[src/soc_consts.svh]
// shared constants for the data-side memory bus
//   slave base addresses and spans
//   spram depth in 32-bit words
//   timer register offsets
//   reset value of the latched transaction address
`ifndef SOC_CONSTS_SVH
`define SOC_CONSTS_SVH

// spram window, 128 KiB of 32-bit words
`define SPRAM_BASE     32'hf0000000
`define SPRAM_WORDS    32768

// timer register block
`define TIMER_BASE     32'h80000000
// ctrl: bit0 enable, bit1 irq enable
`define TIMER_CTRL_OFS 4'h0
`define TIMER_CMP_OFS  4'h4
// count is read only
`define TIMER_CNT_OFS  4'h8
// status: bit0 match, write 1 to clear
`define TIMER_STAT_OFS 4'hc
`define TIMER_SPAN     32'd16

// no access seen yet
`define XACT_NONE      32'hffffffff

`endif

[src/soc_pkg.sv]
// bus and timer types for the data-side memory bus
//   bus address, data and byte mask vectors
//   spram macro address and half-word
//   timer count type and counter state enum
package soc_pkg;

    // byte address seen by every slave
    typedef logic [31:0] bus_addr_t;

    // read or write data word
    typedef logic [31:0] bus_data_t;

    // one bit per byte lane
    typedef logic [3:0] bus_mask_t;

    // word index inside one 16K x 16 macro
    typedef logic [13:0] spram_addr_t;

    // data half of one macro
    typedef logic [15:0] spram_half_t;

    // timer count and compare
    typedef logic [31:0] timer_count_t;

    // counter fsm
    typedef enum logic [1:0] {
        TIMER_IDLE    = 2'd0,
        TIMER_RUN     = 2'd1,
        TIMER_MATCHED = 2'd2
    } timer_state_e;

endpackage

[src/timer_regs.sv]
// timer register block
//   bus decode of the 16-byte window
//   control and compare registers, registered read data
//   match clear pulse, irq and done tracking
`timescale 1ns/1ps
`include "soc_consts.svh"

module timer_regs (
    input  logic                  clk,
    input  logic                  rst_n,
    input  soc_pkg::bus_addr_t    addr,
    input  soc_pkg::bus_data_t    wdata,
    input  logic                  wen,
    input  logic                  ren,
    input  soc_pkg::timer_count_t count,
    input  logic                  match,
    output soc_pkg::bus_data_t    rdata,
    output logic                  done,
    output logic                  active,
    output logic                  enable,
    output soc_pkg::timer_count_t compare,
    output logic                  clear_match,
    output logic                  irq
);

    soc_pkg::bus_addr_t offset;
    logic [3:0]         reg_ofs;
    logic               irq_en;
    soc_pkg::bus_addr_t xact_addr;

    assign active = (addr >= `TIMER_BASE) && (addr < `TIMER_BASE + `TIMER_SPAN);

    assign offset  = addr - `TIMER_BASE;
    assign reg_ofs = offset[3:0];

    // ctrl and compare, written at the sampling edge
    always_ff @(posedge clk) begin
        if (!rst_n) begin
            enable  <= 1'b0;
            irq_en  <= 1'b0;
            compare <= '0;
        end else if (wen && active) begin
            case (reg_ofs)
                `TIMER_CTRL_OFS: begin
                    enable <= wdata[0];
                    irq_en <= wdata[1];
                end
                `TIMER_CMP_OFS: compare <= wdata;
                default: ;
            endcase
        end
    end

    // status write of 1 clears match at the same edge
    assign clear_match = wen & active & (reg_ofs == `TIMER_STAT_OFS) & wdata[0];

    // read data, refreshed while the read is held
    always_ff @(posedge clk) begin
        if (ren && active) begin
            case (reg_ofs)
                `TIMER_CTRL_OFS: rdata <= {30'd0, irq_en, enable};
                `TIMER_CMP_OFS:  rdata <= compare;
                `TIMER_CNT_OFS:  rdata <= count;
                `TIMER_STAT_OFS: rdata <= {31'd0, match};
                default:         rdata <= '0;
            endcase
        end
    end

    assign irq = match & irq_en;

    // same done rule as the spram slave
    always_ff @(posedge clk) begin
        if (!rst_n) begin
            xact_addr <= `XACT_NONE;
        end else if (ren || wen) begin
            xact_addr <= addr;
        end
    end

    assign done = active & (xact_addr == addr);

endmodule

[config.mk]
export PLATFORM = sky130hd
export DESIGN_NAME = timer_regs
export DESIGN_NICKNAME = d
export VERILOG_FILES = /design/src/soc_pkg.sv /design/src/timer_regs.sv
export VERILOG_INCLUDE_DIRS = /design/src
export SDC_FILE = /design/constraint.sdc
export NUM_CORES = 1
export LEC_CHECK = 0
export ABC_AREA = 1
export BUFFER_PORTS_ARGS = -buffer_cell sky130_fd_sc_hd__buf_2
export CORE_MARGIN = 4
export CORE_UTILIZATION = 25
export CTS_CLUSTER_SIZE = 30
export DETAILED_ROUTE_END_ITERATION = 10
export GPL_ROUTABILITY_DRIVEN = 0
export RECOVER_POWER = 50
export SETUP_SLACK_MARGIN = 0.15
export SYNTH_ARGS = -nofsm -noshare
export SYNTH_HDL_FRONTEND = slang
export SYNTH_SLANG_ARGS = --single-unit
[constraint.sdc]
create_clock -name clk -period 3.4 [get_ports clk]
set_input_delay 0.34 -clock clk [delete_from_list [all_inputs] [get_ports clk]]
set_output_delay 0.34 -clock clk [all_outputs]
set_load 0.02 [all_outputs]
==> metrics.md, run 1 <==
| Metric | Value |
|---|---|
| Post-layout min period | 2.25 ns |
| Core area | 18000 µm² |
| Pre-CTS setup slack | 1.00 ns |
| Peak VDD IR | 0.000213 V |
| Clk_skew | 0.00699 ns |
| Async set-or-reset flop fraction in the synthesized netlist | 0% |
| Largest net degree at the start of global routing | 56 |
| Max Cap Violations | 1 |
| TritonCTS clock tree | done |
| #FFs+latches synth | 98 |
| Lkg Pwr | 2.68 nW |
| Inserted Clock Buffers | 9 |
| DRC viols | 0 |
| RSZ-0062 raised after global routing | false |
| ANT cells | 0 |
| Commonest cells in the synthesized netlist | nand2_1, nor2_1, inv_1 |
| Share of cells above drive strength 1 | 17.9% |
| Die extent in x | 144 µm |
| Row count | 49 |
| Cells after synthesis | 575 |
| Critical Path Fanout Max | 34 |
| Overall Power | 2.55 mW |
| Placement Cell Area | 5640 µm² |
| GRT Residual Overflow | 0 |
| Ys flop type | dfxtp_1 |
| Post-CTS sizing | 0 |
| Average cell area after synthesis | 8.00 µm² |
| Final #Nets | 834 |
| Slew @ Worst Pin | 1.60 ns |
| Fmax | 444 MHz |
| Die ar. | 20600 µm² |
| CTS Hold Bufs | 0 |
| HPWL after DPL | 9.56 mm |
| Crit Path Category | input port to flip-flop |
| DR iter-0 viols | 173 |
| Postcts setup bufs | 0 |
| Clock root cell | clkbuf_16 |
| Initial Util | 25.5% |
| Chip Height | 144 µm |
| First-pass iteration count of the detailed router | 5 |
| Post-synth top area share | 28.7% |
| Crit path DAT | 2.44 ns |
| Pwr dens | 436 nW/µm² |
| First-pass GRT wire length | 19.7 mm |
| Failing checks | capacitance limit, slew limit |
| Startpoint types | input port |
| Final setup viols | 0 |
| PnR worst setup slack | 1.15 ns |
| ANT nets after route | 0 |
| Endpoint type of the worst setup path | flip-flop |
| Fin Setup TNS | 0 ns |
| Synth warn | 0 |
| Sequential area share after synthesis | 49.6% |
| # IOs | 170 |
| Slew Viols, Final | 35 |
| Vias per cell | 4.32 |
| Clk pin slew, worst setup/hold paths | 0.07 ns |
| Routed WL | 13.1 mm |
| CTS sink cnt | 98 |
| Clock latency on the worst-skew pair | 0.35 ns |
| Final hold slack | 0.236 ns |
| H-tree depth reported by CTS | 3 |
| Area contributors post-synth | dfxtp_1, edfxtp_1, nand2_1 |
| Post-synth EDFFs | 32 |
| Layout area overhead | 27.0% |
| Top-count cell post-synth | nand2_1 |
| Crit share post-route | 66.3% |
| Maximum clock insertion buffer count | 2 |
| Final hold violations | 0 |
| I/O Buffers | 169 |
| WP data required | 3.59 ns |
| Outcome | finished with violations |
| Hold crit path type | input port to flip-flop |
| Post-synthesis net count | 676 |
| Vias | 4179 |
| Final instance area | 5850 µm² |
| Routed wire per std cell | 13.5 µm |
| Slew HR | -6.91% |
| Total track usage | 12.2% |
| Initial antenna violation count | 1 |
| Syn Std Cell Area | 4600 µm² |
| Dominant cell type by area after synthesis | dfxtp_1 |
| Vias in the first global route | 3885 |
| Cell variety after synth | 28 |
## per-stage QoR
stage / std cells / utilization (%)
after floorplan: 575 / -
after global placement: 951 / 31.3
after detailed placement: 951 / 31.3
after CTS: 967 / 32.9
after global routing: 967 / 32.4
final: 967 / 32.4
## layout make-up
type | count | area [µm²]
fillers | 2004 | 12200
inverters | 81 | 304
repair buffers | 175 | 802
multi-input cells | 368 | 1870
flip-flops and latches | 98 | 2280
clock inverters | 6 | 57.6
clock buffers | 10 | 239
well taps | 229 | 287
## per-layer routing
layer / share of wire [%] / global-route usage, % / vias to the layer above
li1: - / - / 2174
met1: 44 / 14.7 / 1851
met2: 46 / 21.0 / 138
met3: 8.4 / 3.73 / 14
met4: 1.3 / 3.67 / 2
met5: 0.099 / 0 / -
## registers in the layout (all words and copies together), names as in the netlist
signal     count
enable         1
compare       32
rdata         32
irq_en         1
xact_addr     32
## worst paths after layout
path,startpoint,end,slack (ns),depth (start not counted)
worst max register to register,compare[0],rdata[0],2.39,4
worst min-delay path,addr[25],xact_addr[25],0.24,3
worst min register to register,xact_addr[5],xact_addr[5],0.49,2
worst max-delay path,rst_n,xact_addr[19],1.15,3
## where the power goes
part | internal (mW) | switching, mW
clock network | 0.534 | 0.487
registers | 1.24 | 0.0215
logic | 0.110 | 0.156
## cell usage in the layout, fill, tap and decap left out, types with 2 or more instances in the layout
master	n
nor2_1	103
nor4_1	6
xor2_1	9
nand3_1	44
nor2_4	4
inv_8	2
nor3_1	2
clkbuf_1	69
inv_1	79
a22o_1	30
o211ai_1	24
buf_4	5
nand3_2	2
nand4_1	6
dfxtp_1	66
nor3b_1	2
xnor2_1	10
edfxtp_1	32
buf_2	100
clkbuf_16	9
nand2_1	119
clkinv_4	3
## cell families (layout without fill, tap and decap cells)
kind of cell | count (synthesis) | after routing | synth area share [%]
xor gates and xnor gates | 19 | 19 | 3.62
AOI/OAI and AO/OA | 58 | 58 | 10.1
and+or+nand+nor | 291 | 291 | 26.5
DFF | 98 | 98 | 49.6
buffers and inverters | 109 | 272 | 10.1
## worst max-delay path, stage by stage
cell,delay [ns]
clkbuf_1,1.13
clkbuf_2,0.78
o211ai_1,0.19
Power figures use the tool's default switching activity.
==> run 2: changes to the inputs <==
clock period = 1.8 ns   (was 3.4 ns; I/O delays follow)
==> metrics.md, run 2 (synthesis results as in run 1) <==
| Metric | Value |
|---|---|
| DRC viols | 0 (unchanged) |
| RR Endpoint | rdata[0] (unchanged) |
| Final setup viols | 1 (was 0) |
| Placed Cells | 957 (was 951) |
| Vias | 4255 (was 4179) |
| Slowest stage delay, CP | 0.33 ns (was 1.13 ns) |
| Clk pin slew, worst setup/hold paths | 0.07 ns (about the same) |
| Maximum clock insertion buffer count | 2 (unchanged) |
| Reg-to-Reg Start | compare[0] (unchanged) |
| Lkg Pwr | 2.85 nW (was 2.68 nW) |
| CTS sink cnt | 98 (unchanged) |
| Util after Layout | 34.2% (was 32.4%) |
| Peak VDD IR | 0.000457 V (was 0.000213 V) |
| Routed wire per std cell | 13.7 µm (was 13.5 µm) |
| Commonest non-fill, non-tap cell in the layout | buf_2 (was nand2_1) |
| PnR worst setup slack | -0.126 ns (was 1.15 ns) |
| H-tree depth reported by CTS | 3 (unchanged) |
| First-pass GRT wire length | 20.7 mm (was 19.7 mm) |
| Vias per cell | 4.34 (was 4.32) |
| Outcome | finished with violations (unchanged) |
| Crit share post-route | 107% |
| TritonCTS clock tree | done (unchanged) |
| WP data required | 1.62 ns (was 3.59 ns) |
| CP Launch Point | xact_addr[26] (was rst_n) |
| Max Cap Violations | 0 (was 1) |
| Largest regs | compare x32, rdata x32, xact_addr x32 (unchanged) |
| Crit Path Category | flip-flop to output pin (was input port to flip-flop) |
| Clock latency on the worst-skew pair | 0.34 ns (was 0.35 ns) |
| Share of cells above drive strength 1 | 26.3% (was 17.9%) |
| Post-Layout Cell Count | 980 (was 967) |
| Final instance area | 6170 µm² (was 5850 µm²) |
| Hold crit path type | input port to flip-flop (unchanged) |
| Most frequent cells in the layout | buf_2, nand2_1, nor2_1 (was nand2_1, nor2_1, buf_2) |
| Routed WL | 13.4 mm (was 13.1 mm) |
| Largest delay share family, worst path | simple AND/OR/NAND/NOR gates (was buffers and inverters) |
| I/O Buffers | 169 (unchanged) |
| Final hold violations | 0 (unchanged) |
| Crit path capture | done (was xact_addr[19]) |
| First-pass iteration count of the detailed router | 4 (was 5) |
| Die extent in x | 144 µm (unchanged) |
| Row count | 49 (unchanged) |
| Worst-case reg-to-reg path depth | 4 (unchanged) |
| DR iter-0 viols | 145 (was 173) |
| Startpoint types | flip-flop (was input port) |
| Pwr dens | 780 nW/µm² (was 436 nW/µm²) |
| GRT Residual Overflow | 0 (unchanged) |
| HPWL after DPL | 9.63 mm (was 9.56 mm) |
| R2r setup slk | 0.81 ns (was 2.39 ns) |
| Critical Path Stages | 8 (was 3) |
| Endpoint type of the worst setup path | output pin (was flip-flop) |
| Slowest CP cell | dfxtp_2 (was clkbuf_1) |
| # IOs | 170 (unchanged) |
| Placement Cell Area | 5790 µm² (was 5640 µm²) |
| Initial antenna violation count | 1 (unchanged) |
| Largest net degree at the start of global routing | 67 (was 56) |
| Fin Setup TNS | -0.126 ns (was 0 ns) |
| Slew Viols, Final | 0 (was 35) |
| ANT nets after route | 0 (unchanged) |
| Vias in the first global route | 4125 (was 3885) |
| Post-layout min period | 1.93 ns |
| Crit-path cells | xor2_1 > nor3_4 > buf_4 > nand4_1 > nor2_1 > nand2_1 > nor2_4 > buf_6 (was clkbuf_1 > clkbuf_2 > o211ai_1) |
| Die ar. | 20600 µm² (unchanged) |
| Fmax | 519 MHz |
| Overall Power | 4.81 mW (was 2.55 mW) |
| Chip Height | 144 µm (unchanged) |
| RSZ-0062 raised after global routing | true (was false) |
| CP Buf/Inv Count | 2 (unchanged) |
| Crit path DAT | 1.75 ns (was 2.44 ns) |
| Core area | 18000 µm² (unchanged) |
| Final #Nets | 846 (was 834) |
| Critical Path Fanout Max | 2 (was 34) |
| Slew HR | 36.3% (was -6.91%) |
| Total track usage | 12.7% (was 12.2%) |
| Initial Util | 25.5% (unchanged) |
| Failing checks | setup timing (was capacitance limit, slew limit) |
| Slew @ Worst Pin | 0.955 ns (was 1.60 ns) |
| Clk_skew | 0.00408 ns (was 0.00699 ns) |
| Inserted Clock Buffers | 9 (unchanged) |
| Clock root cell | clkbuf_16 (unchanged) |
| Layout area overhead | 34.0% (was 27.0%) |
## run 2: cell types whose count changed in the layout (fill, tap and decap cells not counted), moves of 8 or more
cell      previous run  this run
inv_2                1         9
nor2_1             103        95
buf_2              100       115
inv_1               79        70
clkbuf_1            69        48
## run 2: worst reg2reg max path, delay by kind of cell (launching register included)
kind,cells,cell delay (ns)
flip-flops,1,0.31
AO/OA/AOI/OAI,2,0.31
buffers and inverters,1,0.07
AND/OR/NAND/NOR,1,0.05
## run 2: final cells by class
cell class / instances / area [µm²]
Fill cell: 1935 / 11900
Antenna cell: 1 / 2.50
Clock buffer: 10 / 229
Multi-Input combinational cell: 368 / 1980
Clock inverter: 6 / 51.3
Inverter: 81 / 304
Sequential cell: 98 / 2290
Tap cell: 229 / 287
Timing Repair Buffer: 187 / 1030
## run 2: report_power, final
part	internal (mW)	switching [mW]
logic	0.248	0.323
clock network	0.959	0.898
registers	2.34	0.0410
## run 2: how the worst min path moves through the flow
stage	endpoint	start	cells past startpoint	slack, ns
floorplan	xact_addr[0]	addr[0]	2	0.29
detailed placement	xact_addr[22]	addr[22]	3	0.43
CTS	xact_addr[26]	addr[26]	3	0.05
global route	xact_addr[26]	addr[26]	3	0.08
finish	enable	wdata[0]	3	0.09
global placement	xact_addr[5]	addr[5]	3	0.42
## run 2: per-stage QoR
| stage | worst slack (ns) | hold slack (ns) |
|---|---|---|
| after floorplan | 0.150 | 0.293 |
| after global placement | -0.0246 | 0.424 |
| after detailed placement | -0.0458 | 0.428 |
| after CTS | -0.223 | 0.0508 |
| after global routing | -0.237 | 0.0762 |
| final | -0.126 | 0.0856 |
## run 2: per-layer routing
| layer | track usage [%] | vias up | wire length [µm] |
|---|---|---|---|
| met5 | 0 | - | 7 |
| met3 | 3.76 | 12 | 1070 |
| li1 | - | 2199 | - |
| met2 | 22.1 | 128 | 6470 |
| met4 | 3.57 | 2 | 113 |
| met1 | 15.3 | 1914 | 5770 |
## run 2: timing repair
item                                    4_1_cts  5_1_grt
endpoints found under the setup margin        2        3
buffers inserted                              5        1
hold endpoints to repair                      0        0
hold buffers                                  0        0
resized for setup                            27       17
pin swaps                                    11        8
