--- config.mk ---
export PLATFORM = sky130hd
export DESIGN_NAME = timer_counter
export DESIGN_NICKNAME = d
export VERILOG_FILES = /design/src/soc_consts.svh /design/src/soc_pkg.sv /design/src/timer_counter.sv
export SDC_FILE = /design/constraint.sdc
export NUM_CORES = 1
export LEC_CHECK = 0
export BUFFER_PORTS_ARGS = -buffer_cell sky130_fd_sc_hd__buf_4
export CAP_MARGIN = 40
export CELL_PAD_IN_SITES_DETAIL_PLACEMENT = 0
export CELL_PAD_IN_SITES_GLOBAL_PLACEMENT = 2
export CORE_MARGIN = 2
export CORE_UTILIZATION = 28
export DETAILED_ROUTE_END_ITERATION = 10
export GPL_TIMING_DRIVEN = 0
export PLACE_DENSITY_LB_ADDON = 0.1
export SLEW_MARGIN = 20
export SYNTH_ARGS = -nofsm -noshare
export SYNTH_HDL_FRONTEND = slang
export SYNTH_SLANG_ARGS = --single-unit
--- constraint.sdc ---
create_clock -name clk -period 2.26 [get_ports clk]
set_input_delay 0.339 -clock clk [delete_from_list [all_inputs] [get_ports clk]]
set_output_delay 0.339 -clock clk [all_outputs]
set_load 0.01 [all_outputs]
--- src/soc_consts.svh ---
// shared constants for the data-side memory bus
//   slave base addresses and spans
//   spram depth in 32-bit words
//   timer register offsets
//   reset value of the latched transaction address
`ifndef SOC_CONSTS_SVH
`define SOC_CONSTS_SVH

// spram window, 128 KiB of 32-bit words
`define SPRAM_BASE     32'hf0000000
`define SPRAM_WORDS    32768

// timer register block
`define TIMER_BASE     32'h80000000
// ctrl: bit0 enable, bit1 irq enable
`define TIMER_CTRL_OFS 4'h0
`define TIMER_CMP_OFS  4'h4
// count is read only
`define TIMER_CNT_OFS  4'h8
// status: bit0 match, write 1 to clear
`define TIMER_STAT_OFS 4'hc
`define TIMER_SPAN     32'd16

// no access seen yet
`define XACT_NONE      32'hffffffff

`endif

--- src/soc_pkg.sv ---
// bus and timer types for the data-side memory bus
//   bus address, data and byte mask vectors
//   spram macro address and half-word
//   timer count type and counter state enum
package soc_pkg;

    // byte address seen by every slave
    typedef logic [31:0] bus_addr_t;

    // read or write data word
    typedef logic [31:0] bus_data_t;

    // one bit per byte lane
    typedef logic [3:0] bus_mask_t;

    // word index inside one 16K x 16 macro
    typedef logic [13:0] spram_addr_t;

    // data half of one macro
    typedef logic [15:0] spram_half_t;

    // timer count and compare
    typedef logic [31:0] timer_count_t;

    // counter fsm
    typedef enum logic [1:0] {
        TIMER_IDLE    = 2'd0,
        TIMER_RUN     = 2'd1,
        TIMER_MATCHED = 2'd2
    } timer_state_e;

endpackage

--- src/timer_counter.sv ---
// timer counter steered by the timer register block
//   free-running count while enabled
//   restart on compare, sticky match flag
`timescale 1ns/1ps

module timer_counter (
    input  logic                  clk,
    input  logic                  rst_n,
    input  logic                  enable,
    input  soc_pkg::timer_count_t compare,
    input  logic                  clear_match,
    output soc_pkg::timer_count_t count,
    output logic                  match
);

    soc_pkg::timer_state_e state;
    soc_pkg::timer_state_e state_nxt;
    logic                  hit;

    // compare hit only counts while running
    assign hit = enable && (count == compare);

    // new hit beats a clear in the same cycle
    always_comb begin
        if (hit) begin
            state_nxt = soc_pkg::TIMER_MATCHED;
        end else if (state == soc_pkg::TIMER_MATCHED && !clear_match) begin
            state_nxt = soc_pkg::TIMER_MATCHED;
        end else if (enable) begin
            state_nxt = soc_pkg::TIMER_RUN;
        end else begin
            state_nxt = soc_pkg::TIMER_IDLE;
        end
    end

    always_ff @(posedge clk) begin
        if (!rst_n) begin
            state <= soc_pkg::TIMER_IDLE;
            count <= '0;
        end else begin
            state <= state_nxt;
            // period is compare + 1
            if (hit) begin
                count <= '0;
            end else if (enable) begin
                count <= count + 1'b1;
            end
        end
    end

    assign match = (state == soc_pkg::TIMER_MATCHED);

endmodule

==> results.cfg, run 1 <==
[outcome]
status = finished clean

[power]
total_power_w = 0.001212
ir_drop_mv = 0.1732
leakagePower_nw = 1.137
p_per_area_nw_per_um2 = 469.7

[cts]
cts.sinks = 34
cts_max_path_buffers = 2
cts-root-buf = clkbuf_8
cts_max_level = 2
numCtsBuffers = 5
clk_latency_ns = 0.29
clk_pin_slew_ns = 0.07
cts_tree = yes

[grt]
grt_pass1_wl_um = 8293
grt_use_met1_pct = 20.68
grt_pass1_vias = 1529
grt_use_total_pct = 14.82
grt_overflow_total = 0
use_met3_pct = 3.754
use_met2_pct = 22.69
grt_max_degree = 11
busiest_layer = met2
antenna_found_initial = 0

[worst_hold_path]
min_from = rst_n
holdPathEnd = state[1]
hold_depth = 2
hold_path_class = in2reg

[timing]
hold-worst-slack_ns = 0.2945
finalCriticalPeriod_ns = 2.065
relSlewSlack_pct = 48.96
hold_viol_final = 0
setup_tns_ns = 0
fin_crit_sh_pct = 91.38
rsz0062_at_grt = false
tightest_slew_ns = 0.7598
fin_skew_ns = 0.01110
fmax_mhz = 484.2
slew_viol_final = 0
finalSetupViolCount = 0

[floorplanning]
coreArea_um2 = 6422
rows = 29
dieArea_um2 = 7397
ios = 69
die_y_um = 86.01
start_util_pct = 29.32
die_x_um = 86.01

[layout]
design_area_um2 = 2581
final_nets = 327
antenna_cells = 0
syn2layout_area_growth_pct = 37.08
final_util_pct = 40.19
fillers = 669
drive_gt1_share_pct = 30.24

[routing]
vias = 1663
post_drt_via_cell_ratio = 4.519
routed_wl_um = 5361
drt_pass1_iterations = 4
initialDrtViolationCount = 48
wl_per_cell_um = 14.57
ant_nets = 0
drc_errors = 0

[placed_design]
place.port_buffers = 67
place_congestion = 0.7883
hpwl_um = 4239
dpl_cell_area_um2 = 2482

[synth]
syn-num-nets = 252
syn_area_per_cell_um2 = 8.758
ys_warn_count = 0
synthCells = 215
synth.cell_area_um2 = 1883
netlist-cell-type-count = 26
yosysSeqAreaShare_pct = 36.15
synth_seq_cells = 34

[setup_path]
rrSetupSlack_ns = 0.19
critPathKind = reg2reg
required_ns = 2.44
crit_fanout = 10
r2r-start = count[8]
crit_path_end_kind = flip-flop
reg2reg_depth = 7
crit_arrival_ns = 2.25
reg2reg_to = count[25]
critPathLaunchType = flip-flop

[job]
maxCapViolCount = 0
==> how the worst max path moves through the flow <==
stage	start	to
after floorplan	count[9]	count[10]
after global placement	compare[8]	count[31]
after detailed placement	compare[8]	count[25]
after CTS	count[8]	count[25]
after global routing	count[8]	count[16]
final	count[8]	count[25]
==> stage by stage <==
step,std cells,setup slack (ns)
floorplan,215,0.4888
global placement,359,-0.006850
detailed placement,359,0.002702
CTS,367,0.05100
global route,368,0.006383
finish,368,0.1948
==> layout make-up <==
type	instances	area [µm²]	area share, %
timing repair buffer	68	510.5	19.78
tap	77	96.34	3.732
clock inverter	1	5.005	0.1939
inverter	2	7.507	0.2908
sequential	34	680.7	26.37
clock buffer	7	86.33	3.345
buffer	7	66.31	2.569
multi-input combinational	172	1129	43.72
==> sequential cells by signal, indices dropped and copies added, names as in the netlist <==
signal  count
count      32
state       2
==> cells by family after synthesis <==
group	Yosys count	synth area share, %
buffers and inverters	9	3.920
adder cells (fa/ha/maj)	1	0.6643
XOR/XNOR	63	29.30
AND/OR/NAND/NOR	105	27.91
multiplexers	1	0.5316
flip-flops	34	36.15
AO/OA/AOI/OAI	2	1.528
==> synthesized netlist by cell type, drive strengths merged <==
library cell	n	share of area [%]
nand4	14	5.0
nor3	7	2.1
nand2b	1	0.33
buf	7	3.5
or4	1	0.40
nand2	12	2.4
and3	2	0.66
nand3	12	3.2
inv	2	0.40
and2	1	0.33
or2	1	0.33
nor4	10	4.0
ha	1	0.66
nor2b	2	0.66
nor2	41	8.2
xor2	53	25
o31ai	2	1.5
xnor2	10	4.7
mux2i	1	0.53
or3	1	0.33
dfxtp	34	36
==> power breakdown <==
| group | internal [W] | switching, W | total (W) | leakage, nW |
|---|---|---|---|---|
| logic | 0.0000696 | 0.0000508 | 0.000120 | 0.814 |
| clock network | 0.000246 | 0.000234 | 0.000480 | 0.0482 |
| registers | 0.000603 | 0.00000804 | 0.000612 | 0.274 |
==> worst max-delay path: stages (launching register included) <==
cell     delay (ns)
dfxtp_1        0.32
buf_6          0.13
xor2_1         0.16
nor4_1         0.43
nand4_1        0.27
o31ai_4        0.39
buf_6          0.20
nor2_1         0.06
==> cells in the final DEF (no fill, tap or decap), drive strengths merged <==
master,netlist,routed
clkinv,0,1
clkbuf,0,7
nand4,14,14
or2,1,1
xor2,53,53
inv,2,2
o31ai,2,2
nand2,12,12
or4,1,1
mux2i,1,1
nor4,10,10
ha,1,1
nand2b,1,1
nor2b,2,2
and2,1,1
and3,2,2
nor2,41,41
nor3,7,7
buf,7,75
nand3,12,12
xnor2,10,10
dfxtp,34,34
or3,1,1
==> per-layer routing <==
layer  up-vias  routed length (µm)
met5         -                   0
met4         0                  54
met3         6                 299
met2        47                2491
met1       741                2516
li1        869                   -
==> repair_timing <==
item,in CTS,in global routing
endpoints found under the hold margin,0,0
hold buffers,0,0
setup buffers,0,1
pin swaps,1,1
gates resized for setup,0,0
setup endpoints to repair,1,30
Power figures use the tool's default switching activity.
==> inputs of run 2 (changes only) <==
--- a/config.mk
+++ b/config.mk
@@ -14,6 +14,7 @@
 export DETAILED_ROUTE_END_ITERATION = 10
 export GPL_TIMING_DRIVEN = 0
 export PLACE_DENSITY_LB_ADDON = 0.1
+export RECOVER_POWER = 100
 export SLEW_MARGIN = 20
 export SYNTH_ARGS = -nofsm -noshare
 export SYNTH_HDL_FRONTEND = slang
==> run 2 against run 1 <==
  * Via count is 0.36% lower
  * Combinational power hardly changed
  * Cell area shrank 4.9%
  * Sequential cell count stayed put
  * Critical path depth is the same
  * Highest routed layer unchanged
==> results.cfg, run 2 (synthesis gave the netlist of run 1 again) <==
[setup_path]
crit_buf_inv = 2
cp_common_cell = buf_6
crit_fanout = 10
rrSetupSlack_ns = 0.20
crit_path_end_kind = flip-flop
crit_arrival_ns = 2.25
required_ns = 2.44
critPathTopFamily = simple AND/OR/NAND/NOR gates
r2r-start = count[8]
critPathKind = reg2reg
reg2reg_to = count[25]
slowest_delay_ns = 0.43
slowest_stage = nor4_1
reg2reg_depth = 7
crit_path_cell_trace = buf_6 -> xor2_1 -> nor4_1 -> nand4_1 -> o31ai_4 -> buf_6 -> nor2_1
critPathLaunchType = flip-flop

[grt]
grt_pass1_vias = 1529
grt_use_total_pct = 14.82
antenna_found_initial = 0
grt_pass1_wl_um = 8293
grt_max_degree = 11
grt_overflow_total = 0

[routing]
wl_met3_um = 301
post_drt_via_cell_ratio = 4.503
initialDrtViolationCount = 50
wl_met1_um = 2550
dr.max_layer_used = met4
drc_errors = 0
vias = 1657
routed_wl_um = 5387
wl_per_cell_um = 14.64
drt_pass1_iterations = 4
route.met2.wl_um = 2480
ant_nets = 0

[timing]
postLayoutSetupSlackWorst_ns = 0.1970
relSlewSlack_pct = 49.99
finalSetupViolCount = 0
fin_crit_sh_pct = 91.28
fin_skew_ns = 0.01032
rsz0062_at_grt = false
hold_viol_final = 0
fmax_mhz = 484.7
tightest_slew_ns = 0.7444
setup_tns_ns = 0
hold-worst-slack_ns = 0.2965
finalCriticalPeriod_ns = 2.063
slew_viol_final = 0

[cts]
post_cts_resized = 0
cts-root-buf = clkbuf_8
cts_max_path_buffers = 2
clk_pin_slew_ns = 0.07
cts_max_level = 2
numCtsBuffers = 5
cts.sinks = 34
clk_latency_ns = 0.29
cts_tree = yes

[floorplanning]
start_util_pct = 29.32
rows = 29
ios = 69
die_x_um = 86.01
die_y_um = 86.01
dieArea_um2 = 7397
coreArea_um2 = 6422

[job]
maxCapViolCount = 0

[worst_hold_path]
min_from = rst_n
hold_depth = 2
holdPathEnd = state[1]
hold_path_class = in2reg

[power]
total_power_w = 0.001210
p_per_area_nw_per_um2 = 492.9
leakagePower_nw = 0.9944
ir_drop_mv = 0.1726

[layout]
syn2layout_area_growth_pct = 30.37
drive_gt1_share_pct = 18.90
largest_reg_flops = 32
final_util_pct = 38.22
layout_common_cells = xor2_1, nor2_1, clkbuf_1, dfxtp_1, buf_4
reg_top3 = count (32), state (2)
mostFrequentLayoutCell = xor2_1
largest-register = count
antenna_cells = 0
final_nets = 327

[outcome]
status = finished clean

[placed_design]
hpwl_um = 4239
place.port_buffers = 67
place_congestion = 0.7883
dp_slack_ns = 0.002702
## run 2: cell count changes in the layout (fill, tap and decap cells not counted)
cell / delta
buf_4: -34
and2_1: -1
and2_0: +1
clkbuf_2: +1
clkbuf_1: +33
## run 2: stage by stage
| stage | area (µm²) | std cells |
|---|---|---|
| after global placement | 2482 | 359 |
| after floorplan | 1883 | 215 |
| final | 2455 | 368 |
| after detailed placement | 2482 | 359 |
| after CTS | 2574 | 367 |
| after global routing | 2455 | 368 |
## run 2: report_power, final
group | total [W] | switching [W] | internal, W
registers | 0.000611 | 0.00000793 | 0.000603
logic | 0.000117 | 0.0000509 | 0.0000662
clock network | 0.000481 | 0.000235 | 0.000246
## run 2: what timing repair did
item | in CTS | in global routing
setup endpoints to repair | 1 | 30
pin swaps | 1 | 1
hold buffers | 0 | 0
buffers inserted | 0 | 1
## run 2: how the worst max path moves through the flow
| stage | cells after the start | end | slack, ns | from |
|---|---|---|---|---|
| 2_1_floorplan | 7 | count[10] | 0.49 | count[9] |
| 3_3_place_gp | 7 | count[31] | -0.007 | compare[8] |
| 3_5_place_dp | 7 | count[25] | 0.003 | compare[8] |
| 4_1_cts | 7 | count[25] | 0.05 | count[8] |
| 5_1_grt | 7 | count[16] | 0.009 | count[8] |
| 6_report | 7 | count[25] | 0.20 | count[8] |
## run 2: worst reg2reg max path: stages (launching register included)
cell	delay, ns
dfxtp_1	0.32
buf_6	0.13
xor2_1	0.16
nor4_1	0.43
nand4_1	0.27
o31ai_4	0.39
buf_6	0.20
nor2_1	0.06
## run 2: per-layer routing
metal / vias to the layer above / global-route usage [%]
li1: 869 / -
met1: 738 / 20.68
met2: 44 / 22.69
met3: 6 / 3.754
met4: 0 / 3.896
met5: - / 0
## run 2: area by class of cell
class	instances	area (µm²)
clock buffer	7	86.33
clock inverter	1	5.005
tap	77	96.34
buffer	7	66.31
sequential	34	680.7
multi-input combinational	172	1129
fill	683	3968
timing repair buffer	68	384.1
inverter	2	7.507
==> inputs of run 3 (changes only) <==
--- a/config.mk
+++ b/config.mk
@@ -9,12 +9,13 @@
 export CAP_MARGIN = 40
 export CELL_PAD_IN_SITES_DETAIL_PLACEMENT = 0
 export CELL_PAD_IN_SITES_GLOBAL_PLACEMENT = 2
-export CORE_MARGIN = 2
+export CORE_MARGIN = 5
 export CORE_UTILIZATION = 28
 export DETAILED_ROUTE_END_ITERATION = 10
 export GPL_TIMING_DRIVEN = 0
 export PLACE_DENSITY_LB_ADDON = 0.1
 export RECOVER_POWER = 100
+export SETUP_SLACK_MARGIN = 0.2
 export SLEW_MARGIN = 20
 export SYNTH_ARGS = -nofsm -noshare
 export SYNTH_HDL_FRONTEND = slang
==> run 3 against run 2 <==
  * Clock power about the same
  * Sequential share of layout area fell by 0.82 points
  * Die area grew 14%
  * Utilization rose by 0.95 points
  * Setup slack better by 0.026 ns
  * Sequential cell count unchanged
  * Clock skew is 0.0048 ns lower
  * Critical path depth is 1 lower
  * Global-route usage down 0.95 points
  * Count of clock-buffer cells in the layout is the same
  * Via count rose by 1.6%
==> results.cfg, run 3 (synthesis gave the netlist of run 1 again) <==
[outcome]
status = finished clean

[timing]
rsz0062_at_grt = true
finalCriticalPeriod_ns = 2.037
tightest_slew_ns = 0.5316
postLayoutSetupSlackWorst_ns = 0.2230
slew_viol_final = 0
hold_viol_final = 0
finalSetupViolCount = 0
fmax_mhz = 490.9
fin_crit_sh_pct = 90.13
setup_tns_ns = 0
hold-worst-slack_ns = 0.2759
fin_skew_ns = 0.005523
relSlewSlack_pct = 64.26

[layout]
largest-register = count
largest_reg_flops = 32
antenna_cells = 0
reg_top3 = count (32), state (2)
final_nets = 330
layout_common_cells = xor2_1, nor2_1, buf_4
fillers = 702
syn2layout_area_growth_pct = 34.35
drive_gt1_share_pct = 22.45
final_util_pct = 39.17
mostFrequentLayoutCell = xor2_1

[cts]
ctsHoldBuffers = 0
numCtsBuffers = 5
cts_max_level = 2
clk_pin_slew_ns = 0.07
clk_latency_ns = 0.29
cts.sinks = 34
cts_max_path_buffers = 2
cts-root-buf = clkbuf_8
cts_tree = yes

[setup_path]
critPathTopFamily = simple AND/OR/NAND/NOR gates
required_ns = 2.45
critPathKind = reg2reg
critPathLaunchType = flip-flop
r2r-start = count[0]
crit_buf_inv = 1
crit_fanout = 10
crit_path_cell_trace = xor2_1 -> nor4_1 -> nand4_1 -> o31ai_4 -> buf_6 -> nor2_1
slowest_stage = dfxtp_1
rrSetupSlack_ns = 0.22
crit_arrival_ns = 2.22
reg2reg_to = count[20]
crit_path_end_kind = flip-flop
reg2reg_depth = 6
slowest_delay_ns = 0.47

[power]
total_power_w = 0.001213
leakagePower_nw = 1.032
ir_drop_mv = 0.1998
p_per_area_nw_per_um2 = 479.4

[grt]
busiest_layer = met2
use_met2_pct = 21.72
grt_use_met1_pct = 18.90
use_met3_pct = 3.437
antenna_found_initial = 0
grt_pass1_wl_um = 9321
grt_use_total_pct = 13.87
grt_max_degree = 11
grt_overflow_total = 0
grt_pass1_vias = 1742

[floorplanning]
die_y_um = 92.01
rows = 29
start_util_pct = 29.16
die_x_um = 92.01
ios = 69
dieArea_um2 = 8465
coreArea_um2 = 6459

[routing]
drc_errors = 0
initialDrtViolationCount = 41
vias = 1683
drt_pass1_iterations = 4
wl_per_cell_um = 15.02
ant_nets = 0
routed_wl_um = 5574
post_drt_via_cell_ratio = 4.536

[placed_design]
place.port_buffers = 67
place_congestion = 0.7277
dp_slack_ns = 0.04708
hpwl_um = 4365

[worst_hold_path]
hold_path_class = in2reg
holdPathEnd = state[1]
min_from = rst_n
hold_depth = 2

[job]
maxCapViolCount = 0
[run 3: changes by cell type in the layout (fill, tap and decap cells not counted), sizes merged]
| cell | before | now |
|---|---|---|
| clkbuf | 41 | 39 |
| buf | 41 | 46 |
[run 3: how the worst max path moves through the flow]
stage | from | endpoint | cells after the start
finish | count[0] | count[20] | 6
detailed placement | count[8] | count[22] | 7
floorplan | count[9] | count[10] | 7
global placement | compare[8] | count[20] | 7
global route | count[2] | count[14] | 6
CTS | count[9] | count[8] | 7
[run 3: per-stage QoR]
step	cells	area, µm²
final	371	2530
after global routing	371	2530
after CTS	368	2587
after detailed placement	359	2482
after global placement	359	2482
after floorplan	215	1883
[run 3: layout make-up]
type	count	area [µm²]	area share, %
Inverter	2	7.507	0.2967
Multi-Input combinational cell	172	1175	46.44
Buffer	7	66.31	2.621
Timing Repair Buffer	71	412.9	16.32
Tap cell	77	96.34	3.808
Clock inverter	1	5.005	0.1978
Clock buffer	7	86.33	3.412
Sequential cell	34	680.7	26.90
[run 3: repair_timing]
item | CTS | global route
pin swaps | 1 | 5
gates resized for setup | 1 | 10
setup buffers | 1 | 3
endpoints found under the setup margin | 31 | 33
[run 3: worst reg2reg max path: stages, from the launching register on]
cell and delay [ns]:
dfxtp_1 0.47, xor2_1 0.11, nor4_1 0.46, nand4_1 0.25
o31ai_4 0.38, buf_6 0.20, nor2_1 0.06
[run 3: metal layers]
metal / routed length [µm] / up-vias
met1: 2695 / 759
met2: 2533 / 45
met4: 57 / 0
met3: 288 / 5
li1: - / 874
met5: 0 / -
[run 3: report_power, final]
group	switching [W]	internal (W)
registers	0.00000788	0.000603
logic	0.0000535	0.0000684
clock network	0.000234	0.000246
