**config.mk**
```make
export PLATFORM = sky130hd
export DESIGN_NAME = soc_bus_mux
export DESIGN_NICKNAME = d
export VERILOG_FILES = /design/src/soc_consts.svh /design/src/soc_pkg.sv /design/src/soc_bus_mux.sv
export SDC_FILE = /design/constraint.sdc
export NUM_CORES = 1
export LEC_CHECK = 0
export BUFFER_PORTS_ARGS = -buffer_cell sky130_fd_sc_hd__buf_2
export CORE_MARGIN = 2
export CORE_UTILIZATION = 35
export CTS_CLUSTER_DIAMETER = 150
export CTS_CLUSTER_SIZE = 25
export DETAILED_ROUTE_END_ITERATION = 8
export GPL_ROUTABILITY_DRIVEN = 0
export PLACE_DENSITY = 0.86
export SLEW_MARGIN = 20
export SYNTH_ARGS = -nofsm -noshare
export SYNTH_HDL_FRONTEND = slang
export SYNTH_SLANG_ARGS = --single-unit
export TNS_END_PERCENT = 10
```
**constraint.sdc**
```tcl
create_clock -name clk -period 9.83 [get_ports clk]
set_input_delay 0.4915 -clock clk [delete_from_list [all_inputs] [get_ports clk]]
set_output_delay 0.4915 -clock clk [all_outputs]
set_load 0.01 [all_outputs]
```
**src/soc_consts.svh**
```systemverilog
// shared constants for the data-side memory bus
//   slave base addresses and spans
//   spram depth in 32-bit words
//   timer register offsets
//   reset value of the latched transaction address
`ifndef SOC_CONSTS_SVH
`define SOC_CONSTS_SVH

// spram window, 128 KiB of 32-bit words
`define SPRAM_BASE     32'hf0000000
`define SPRAM_WORDS    32768

// timer register block
`define TIMER_BASE     32'h80000000
// ctrl: bit0 enable, bit1 irq enable
`define TIMER_CTRL_OFS 4'h0
`define TIMER_CMP_OFS  4'h4
// count is read only
`define TIMER_CNT_OFS  4'h8
// status: bit0 match, write 1 to clear
`define TIMER_STAT_OFS 4'hc
`define TIMER_SPAN     32'd16

// no access seen yet
`define XACT_NONE      32'hffffffff

`endif

```
**src/soc_pkg.sv**
```systemverilog
// bus and timer types for the data-side memory bus
//   bus address, data and byte mask vectors
//   spram macro address and half-word
//   timer count type and counter state enum
package soc_pkg;

    // byte address seen by every slave
    typedef logic [31:0] bus_addr_t;

    // read or write data word
    typedef logic [31:0] bus_data_t;

    // one bit per byte lane
    typedef logic [3:0] bus_mask_t;

    // word index inside one 16K x 16 macro
    typedef logic [13:0] spram_addr_t;

    // data half of one macro
    typedef logic [15:0] spram_half_t;

    // timer count and compare
    typedef logic [31:0] timer_count_t;

    // counter fsm
    typedef enum logic [1:0] {
        TIMER_IDLE    = 2'd0,
        TIMER_RUN     = 2'd1,
        TIMER_MATCHED = 2'd2
    } timer_state_e;

endpackage

```
**src/soc_bus_mux.sv**
```systemverilog
// slave response mux for the data bus
//   read data from the active slave, or'd done
//   sticky fault on accesses that no slave claims
`timescale 1ns/1ps

module soc_bus_mux (
    input  logic               clk,
    input  logic               rst_n,
    input  soc_pkg::bus_addr_t addr,
    input  logic               wen,
    input  logic               ren,
    input  logic               spram_active,
    input  logic               spram_done,
    input  soc_pkg::bus_data_t spram_rdata,
    input  logic               timer_active,
    input  logic               timer_done,
    input  soc_pkg::bus_data_t timer_rdata,
    output soc_pkg::bus_data_t rdata,
    output logic               done,
    output logic               fault,
    output soc_pkg::bus_addr_t fault_addr
);

    logic unmapped;

    // slave done already carries its own active
    assign done = spram_done | timer_done;

    // windows never overlap
    assign rdata = spram_active ? spram_rdata :
                   timer_active ? timer_rdata : '0;

    assign unmapped = (ren | wen) & ~spram_active & ~timer_active;

    // first unmapped address is kept, flag clears only at reset
    always_ff @(posedge clk) begin
        if (!rst_n) begin
            fault <= 1'b0;
        end else if (unmapped) begin
            fault <= 1'b1;
        end
    end

    always_ff @(posedge clk) begin
        if (unmapped && !fault) begin
            fault_addr <= addr;
        end
    end

endmodule

```
==> flow_summary.html, run 1 <==
<table>
<tr><th>Metric</th><th>Value</th></tr>
<tr><th colspan="2">STA</th></tr>
<tr><td>Shortest period the worst path allows</td><td>2.29 ns</td></tr>
<tr><td>Post-Route Hold Slack</td><td>0.383 ns</td></tr>
<tr><td>Headroom to the max-slew limit</td><td>0.559</td></tr>
<tr><td>Unrepaired setup endpoints after global routing</td><td>false</td></tr>
<tr><td>Slew Viols, Final</td><td>0</td></tr>
<tr><td>Count of endpoints failing hold in the final timing report</td><td>0</td></tr>
<tr><td>Final setup violation count</td><td>0</td></tr>
<tr><td>Fin Setup TNS</td><td>0 ns</td></tr>
<tr><td>Slew at the pin closest to its max-slew limit</td><td>0.661 ns</td></tr>
<tr><td>Highest clock rate</td><td>about 440 MHz</td></tr>
<tr><td>Setup ws final</td><td>7.54 ns</td></tr>
<tr><td>Share of the clock period used by the worst path after layout</td><td>0.233</td></tr>
<tr><td>Layout Skew</td><td>~0.0035 ns</td></tr>
<tr><th colspan="2">Synthesis</th></tr>
<tr><td>Total of warnings raised by yosys</td><td>0</td></tr>
<tr><td>Post-Synthesis Mean Instance Area</td><td>17.2 sq um</td></tr>
<tr><td>Commonest cells post-synth</td><td>32 x edfxtp_1, 31 x a22o_1, 5 x buf_6</td></tr>
<tr><td>Adder-Cell Fraction of Synth Area</td><td>0</td></tr>
<tr><td>Post-synthesis xor/xnor area fraction</td><td>0</td></tr>
<tr><td>Number of enable flip-flop cells after synthesis</td><td>32</td></tr>
<tr><td>Most used flip-flop cell after synthesis</td><td>edfxtp_1</td></tr>
<tr><td>Number of instances in the synthesized netlist</td><td>80</td></tr>
<tr><td>Share of cell area taken by muxes after synthesis</td><td>0</td></tr>
<tr><td>Library cell with the largest summed area after synthesis</td><td>edfxtp_1</td></tr>
<tr><td>Largest cells by area after synthesis</td><td>edfxtp_1 70%, a22o_1 20%, buf_6 4.1%</td></tr>
<tr><td>Synthesized-area fraction occupied by and/or/nand/nor cells</td><td>0.0310</td></tr>
<tr><td>Sequential element share of the synthesized area</td><td>0.714</td></tr>
<tr><td>Synthesized-area fraction occupied by ao, oa, aoi and oai cells</td><td>0.207</td></tr>
<tr><td>Flop and latch count out of synthesis</td><td>33</td></tr>
<tr><td>Main combinational cell family by area after synthesis</td><td>compound AO/OA/AOI/OAI gates</td></tr>
<tr><td>Netlist cell types</td><td>13</td></tr>
<tr><td>Most instantiated library cell after synthesis</td><td>edfxtp_1</td></tr>
<tr><td>Net count after synthesis</td><td>184</td></tr>
<tr><td>Netlist area before placement</td><td>1370 sq um</td></tr>
<tr><td>Post-synth top area share</td><td>0.699</td></tr>
<tr><td>Async set-or-reset flop fraction in the synthesized netlist</td><td>0</td></tr>
<tr><th colspan="2">Die</th></tr>
<tr><td>Area of the die</td><td>4440 sq um</td></tr>
<tr><td>Rows</td><td>22</td></tr>
<tr><td>Die extent in y</td><td>66.7 um</td></tr>
<tr><td>Boundary pin count</td><td>170</td></tr>
<tr><td>Width of the die</td><td>66.7 um</td></tr>
<tr><td>Starting utilization of the core area</td><td>0.370</td></tr>
<tr><td>Core Footprint</td><td>3720 sq um</td></tr>
<tr><th colspan="2">Final layout</th></tr>
<tr><td>Area taken by flip-flops and latches</td><td>around 980 sq um</td></tr>
<tr><td>Fraction of final layout cells with drive strength greater than 1</td><td>0.713</td></tr>
<tr><td>Total area of multi-input combinational cells</td><td>about 330 sq um</td></tr>
<tr><td>Number of fill cells</td><td>313</td></tr>
<tr><td>Area Overhead vs Synth</td><td>68.0%</td></tr>
<tr><td>Final cell utilization of the core</td><td>0.621</td></tr>
<tr><td>Antenna diode count</td><td>0</td></tr>
<tr><td>Final-stage net count</td><td>about 350</td></tr>
<tr><th colspan="2">Min path</th></tr>
<tr><td>Hold path startpoint</td><td>addr[12]</td></tr>
<tr><td>Number of instances on the worst hold path</td><td>1</td></tr>
<tr><td>Worst Hold Endpoint</td><td>fault_addr[12]</td></tr>
<tr><td>Type of the worst min-delay path</td><td>input port to flop</td></tr>
<tr><th colspan="2">Critical path</th></tr>
<tr><td>Crit path required time</td><td>9.34 ns</td></tr>
<tr><td>Launching instance or port of the critical path</td><td>spram_active</td></tr>
<tr><td>Arrival time of data at the critical path endpoint</td><td>1.80 ns</td></tr>
<tr><td>Crit path capture type</td><td>output pin</td></tr>
<tr><td>Highest fanout seen on the critical path</td><td>36</td></tr>
<tr><td>Register-to-register path setup slack</td><td>roughly 8.5 ns</td></tr>
<tr><td>End of the worst register-to-register path</td><td>fault_addr[8]</td></tr>
<tr><td>Cell count of the worst reg-to-reg path</td><td>2</td></tr>
<tr><td>Startpoint kind of the worst setup timing path</td><td>input port</td></tr>
<tr><td>Kind of critical path</td><td>input port to output pin</td></tr>
<tr><td>Startpoint of the worst-slack reg-to-reg timing path</td><td>fault</td></tr>
<tr><th colspan="2">CTS</th></tr>
<tr><td>TritonCTS buffer count</td><td>5</td></tr>
<tr><td>Setup Buffers After CTS</td><td>0</td></tr>
<tr><td>Clock root buffer master</td><td>clkbuf_8</td></tr>
<tr><td>H-tree level count</td><td>2</td></tr>
<tr><td>Worst-case clock buffer depth</td><td>2</td></tr>
<tr><td>Post-cts repair resize count</td><td>0</td></tr>
<tr><td>Clock input transition at the sequential cells of the worst setup and hold paths</td><td>0.06 ns</td></tr>
<tr><td>CTS sink count</td><td>33</td></tr>
<tr><td>TritonCTS clock tree</td><td>yes</td></tr>
<tr><td>Number of buffers added to fix hold violations after cts</td><td>0</td></tr>
<tr><td>Later-pin clock latency in the skew report</td><td>around 0.28 ns</td></tr>
<tr><th colspan="2">Detailed routing</th></tr>
<tr><td>Via count of the routed design</td><td>1,393</td></tr>
<tr><td>Vias per cell</td><td>4.66</td></tr>
<tr><td># DRC</td><td>0</td></tr>
<tr><td>DR pass1 iterations</td><td>4</td></tr>
<tr><td>Average wire per standard cell</td><td>14.8 um</td></tr>
<tr><td>Number of nets with antenna violations after routing</td><td>0</td></tr>
<tr><td>Routed Wire Length</td><td>4.43 mm</td></tr>
<tr><td>Drt initial violations</td><td>76</td></tr>
<tr><th colspan="2">Power</th></tr>
<tr><td>IR Drop Worst-Case VDD</td><td>about 0.050 mV</td></tr>
<tr><td>PwrDens</td><td>137 nW/um^2</td></tr>
<tr><td>Leakage component of the power</td><td>1.17 nW</td></tr>
<tr><th colspan="2">GRT</th></tr>
<tr><td>Overflow after GRT</td><td>0</td></tr>
<tr><td>Wire length of the first global-routing pass</td><td>6.15 mm</td></tr>
<tr><td>Initial antenna violation count</td><td>0</td></tr>
<tr><td>Via count of the first global-routing pass</td><td>1,308</td></tr>
<tr><td>Maximum number of pins on one net before global-route repair</td><td>37</td></tr>
<tr><td>Overall fraction of global-route tracks in use</td><td>0.189</td></tr>
<tr><th colspan="2">Job</th></tr>
<tr><td>Max capacitance violation total</td><td>0</td></tr>
<tr><th colspan="2">Placement</th></tr>
<tr><td>Final HPWL from detailed placement</td><td>3.67 mm</td></tr>
<tr><td>Worst slack after detailed placement</td><td>7.53 ns</td></tr>
<tr><td>Count of buffers from port buffering</td><td>between 150 and 200</td></tr>
<tr><th colspan="2">Status</th></tr>
<tr><td>Run status</td><td>finished clean</td></tr>
</table>
## worst max-delay path by stage
| stage | endpoint | depth (start not counted) |
|---|---|---|
| 3_5_place_dp | rdata[26] | 4 |
| 6_report | rdata[26] | 4 |
| 5_1_grt | rdata[26] | 4 |
| 2_1_floorplan | fault_addr[0] | 3 |
| 3_3_place_gp | rdata[25] | 4 |
| 4_1_cts | rdata[27] | 4 |
## routing by layer
metal	global-route usage	share of wire
met4	0.0510	0.011
met5	0	0
met3	0.0845	0.15
met2	0.316	0.49
met1	0.221	0.36
## layout by cell type (no fill, tap or decap), types with 2 or more instances in the layout
cell type and n:
clkbuf_8 5, nand2_1 2, edfxtp_1 32, a22o_1 31, clkinv_1 2, buf_2 169
## where the power goes
group / switching [mW] / internal, mW / total [mW] / leakage [nW]
logic: 0.0289 / 0.0323 / 0.0612 / 0.823
registers: 0.00145 / 0.161 / 0.163 / 0.304
clock network: 0.0443 / 0.0475 / 0.0918 / 0.0430
## layout make-up
cell class,count,area share
Clock buffer,5,0.0298
Clock inverter,3,0.00542
Tap cell,48,0.0260
Sequential cell,33,0.425
Timing Repair Buffer,170,0.370
Multi-Input combinational cell,40,0.144
## worst max-delay path: stages
cell and delay [ns]:
buf_2 0.30, nor2b_4 0.62, a22o_1 0.24, buf_2 0.14
## logic make-up (layout without fill, tap and decap cells)
family,after synthesis,count (layout)
AOI/OAI and AO/OA,33,33
buffers and inverters,7,178
DFF,33,33
and+or+nand+nor,7,7
## per-stage QoR
stage	cells	instance area (sq um)	power [mW]
2_1_floorplan	80	1370	0.193
3_3_place_gp	291	2230	0.226
3_5_place_dp	291	2230	0.227
4_1_cts	299	2310	0.320
5_1_grt	299	2310	0.332
6_report	299	2310	0.316
## state kept, by name (all words and copies together), names as in the netlist
register and flops:
fault 1, fault_addr 32
(Power assumes the default switching activity.)
==> inputs of run 2 (changes only) <==
--- a/config.mk
+++ b/config.mk
@@ -7,12 +7,12 @@
 export LEC_CHECK = 0
 export BUFFER_PORTS_ARGS = -buffer_cell sky130_fd_sc_hd__buf_2
 export CORE_MARGIN = 2
-export CORE_UTILIZATION = 35
+export CORE_UTILIZATION = 32
 export CTS_CLUSTER_DIAMETER = 150
 export CTS_CLUSTER_SIZE = 25
 export DETAILED_ROUTE_END_ITERATION = 8
 export GPL_ROUTABILITY_DRIVEN = 0
-export PLACE_DENSITY = 0.86
+export PLACE_DENSITY = 0.8
 export SLEW_MARGIN = 20
 export SYNTH_ARGS = -nofsm -noshare
 export SYNTH_HDL_FRONTEND = slang
==> constraint.sdc (replaced) <==
create_clock -name clk -period 2.4 [get_ports clk]
set_input_delay 0.12 -clock clk [delete_from_list [all_inputs] [get_ports clk]]
set_output_delay 0.12 -clock clk [all_outputs]
set_load 0.01 [all_outputs]
==> run 2 against run 1 <==
Worst hold slack got worse by 0.37 ns. Routed wire length rose by 3.8%. Core utilization fell by 4.7 points. Clock-buffer cell count rose by 1. Cell count rose by 1.0%. Register-to-register slack got worse by 7.4 ns. Critical endpoint is now rdata[28].
==> flow_summary.html, run 2 (synthesis gave the netlist of run 1 again) <==
<table>
<tr><th>Metric</th><th>Value</th></tr>
<tr><th colspan="2">STA</th></tr>
<tr><td>Shortest period the worst path allows</td><td>about 1.6 ns</td></tr>
<tr><td>Highest clock rate</td><td>about 630 MHz</td></tr>
<tr><td>Final setup violation count</td><td>0</td></tr>
<tr><td>Share of the clock period used by the worst path after layout</td><td>0.660</td></tr>
<tr><td>Post-Route Hold Slack</td><td>0.0135 ns</td></tr>
<tr><td>Unrepaired setup endpoints after global routing</td><td>false</td></tr>
<tr><td>Fin Setup TNS</td><td>0 ns</td></tr>
<tr><td>Slew Viols, Final</td><td>0</td></tr>
<tr><td>Layout Skew</td><td>0.00177 ns</td></tr>
<tr><td>Headroom to the max-slew limit</td><td>0.567</td></tr>
<tr><td>Count of endpoints failing hold in the final timing report</td><td>0</td></tr>
<tr><td>Slew at the pin closest to its max-slew limit</td><td>0.650 ns</td></tr>
<tr><th colspan="2">Critical path</th></tr>
<tr><td>Crit path required time</td><td>2.28 ns</td></tr>
<tr><td>Crit path capture type</td><td>output pin</td></tr>
<tr><td>Crit-path most repeated cell</td><td>buf_2</td></tr>
<tr><td>Kind of critical path</td><td>input port to output pin</td></tr>
<tr><td>Arrival time of data at the critical path endpoint</td><td>around 1.5 ns</td></tr>
<tr><td>Highest fanout seen on the critical path</td><td>36</td></tr>
<tr><td>Worst-path cell chain</td><td>buf_2, nor2b_4, a22o_1, buf_2</td></tr>
<tr><td>Startpoint kind of the worst setup timing path</td><td>input port</td></tr>
<tr><td>Slowest cell delay on critical path</td><td>roughly 0.61 ns</td></tr>
<tr><td>Cell with the biggest individual delay on the critical path</td><td>nor2b_4</td></tr>
<tr><th colspan="2">CTS</th></tr>
<tr><td>CTS sink count</td><td>33</td></tr>
<tr><td>Worst-case clock buffer depth</td><td>2</td></tr>
<tr><td>Number of buffers added to fix hold violations after cts</td><td>0</td></tr>
<tr><td>TritonCTS clock tree</td><td>yes</td></tr>
<tr><td>Clock root buffer master</td><td>clkbuf_8</td></tr>
<tr><td>Later-pin clock latency in the skew report</td><td>0.28 ns</td></tr>
<tr><td>Setup Buffers After CTS</td><td>0</td></tr>
<tr><td>H-tree level count</td><td>2</td></tr>
<tr><td>Clock input transition at the sequential cells of the worst setup and hold paths</td><td>roughly 0.060 ns</td></tr>
<tr><td>TritonCTS buffer count</td><td>5</td></tr>
<tr><td>Post-cts repair resize count</td><td>0</td></tr>
<tr><th colspan="2">Detailed routing</th></tr>
<tr><td># DRC</td><td>0</td></tr>
<tr><td>Number of nets with antenna violations after routing</td><td>0</td></tr>
<tr><td>Routed Wire Length</td><td>4.60 mm</td></tr>
<tr><td>Vias per cell</td><td>~4.6</td></tr>
<tr><td>Via count of the routed design</td><td>1,378</td></tr>
<tr><td>DR pass1 iterations</td><td>4</td></tr>
<tr><td>Average wire per standard cell</td><td>15.2 um</td></tr>
<tr><td>Drt initial violations</td><td>70</td></tr>
<tr><th colspan="2">Die</th></tr>
<tr><td>Core Footprint</td><td>between 4000 and 5000 sq um</td></tr>
<tr><td>Rows</td><td>23</td></tr>
<tr><td>Starting utilization of the core area</td><td>0.339</td></tr>
<tr><td>Die extent in y</td><td>slightly below 70 um</td></tr>
<tr><td>Area of the die</td><td>4830 sq um</td></tr>
<tr><td>Width of the die</td><td>69.5 um</td></tr>
<tr><td>Boundary pin count</td><td>170</td></tr>
<tr><th colspan="2">Final layout</th></tr>
<tr><td>Number of fill cells</td><td>347</td></tr>
<tr><td>Area taken by flip-flops and latches</td><td>981 sq um</td></tr>
<tr><td>Fraction of final layout cells with drive strength greater than 1</td><td>0.714</td></tr>
<tr><td>Commonest non-fill, non-tap cells in the layout</td><td>169 x buf_2, 32 x edfxtp_1, 31 x a22o_1, 5 x clkbuf_8</td></tr>
<tr><td>Antenna diode count</td><td>0</td></tr>
<tr><td>Leading cell type in the layout, fill and taps excluded</td><td>buf_2</td></tr>
<tr><td>Total area of multi-input combinational cells</td><td>342 sq um</td></tr>
<tr><td>Area Overhead vs Synth</td><td>69.7%</td></tr>
<tr><td>Final-stage net count</td><td>355</td></tr>
<tr><td>Max FFs per register</td><td>32</td></tr>
<tr><td>Register with the most flip-flops</td><td>fault_addr</td></tr>
<tr><td>Regs by FF count</td><td>fault_addr (32), fault (1)</td></tr>
<tr><th colspan="2">GRT</th></tr>
<tr><td>Initial antenna violation count</td><td>0</td></tr>
<tr><td>Maximum number of pins on one net before global-route repair</td><td>37</td></tr>
<tr><td>Overflow after GRT</td><td>0</td></tr>
<tr><td>Overall fraction of global-route tracks in use</td><td>0.188</td></tr>
<tr><td>Via count of the first global-routing pass</td><td>about 1,400</td></tr>
<tr><td>Wire length of the first global-routing pass</td><td>6.96 mm</td></tr>
<tr><th colspan="2">Min path</th></tr>
<tr><td>Type of the worst min-delay path</td><td>input port to flop</td></tr>
<tr><th colspan="2">Power</th></tr>
<tr><td>Leakage component of the power</td><td>around 1.2 nW</td></tr>
<tr><td>PwrDens</td><td>561 nW/um^2</td></tr>
<tr><td>IR Drop Worst-Case VDD</td><td>just over 0.2 mV</td></tr>
<tr><th colspan="2">Placement</th></tr>
<tr><td>Final HPWL from detailed placement</td><td>between 3 and 4 mm</td></tr>
<tr><td>Count of buffers from port buffering</td><td>169</td></tr>
<tr><th colspan="2">Status</th></tr>
<tr><td>Run status</td><td>finished clean</td></tr>
<tr><th colspan="2">Job</th></tr>
<tr><td>Max capacitance violation total</td><td>0</td></tr>
</table>
==> run 2: changes by cell type in the layout (fill, tap and decap cells not counted) <==
cell / previous run / this run
clkinv_2: 1 / 2
clkbuf_1: 0 / 1
clkinv_1: 2 / 0
dlygate4sd3_1: 0 / 1
nor4_4: 0 / 1
nor4_2: 1 / 0
==> run 2: worst max-delay path: cells and delay by family <==
kind            cells  cell delay, ns
buf+inv             2            0.47
compound gates      1            0.25
simple gates        1            0.61
==> run 2: area by class of cell <==
class,instances,area share
Clock buffer,6,0.0311
Timing Repair Buffer,171,0.370
Clock inverter,2,0.00429
Sequential cell,33,0.421
Multi-Input combinational cell,40,0.147
Tap cell,50,0.0268
==> run 2: worst paths after layout <==
path	startpoint	to	slack [ns]	cells past startpoint
setup / recovery	spram_active	rdata[28]	0.82	4
hold / removal	addr[1]	fault_addr[1]	0.01	1
setup reg to reg	fault	fault_addr[19]	1.06	2
hold reg to reg	fault	fault	0.56	1
==> run 2: power breakdown <==
part           internal [mW]  switching (mW)
registers              0.660         0.00550
logic                  0.134           0.122
clock network          0.200           0.185
total                  0.994           0.313
==> run 2: routing by layer <==
metal  routed length (um)  vias up  share of wire  global-route usage
li1                     -      673              -                   -
met1                 1710      597           0.37               0.203
met2                 2230      101           0.49               0.322
met3                  570        7           0.12              0.0843
met4                   86        0          0.019              0.0741
met5                    0        -              0                   0
==> run 2: through the flow <==
step | cell area (sq um) | util | total power, mW | setup slack [ns] | instances
6_report | 2330 | 0.574 | 1.31 | 0.817 | 302
4_1_cts | 2320 | 0.572 | 1.32 | 0.812 | 301
3_5_place_dp | 2240 | 0.552 | 0.934 | 0.819 | 293
3_3_place_gp | 2240 | 0.552 | 0.930 | 0.827 | 293
2_1_floorplan | 1390 | - | 0.790 | 0.446 | 80
5_1_grt | 2330 | 0.574 | 1.38 | 0.708 | 302
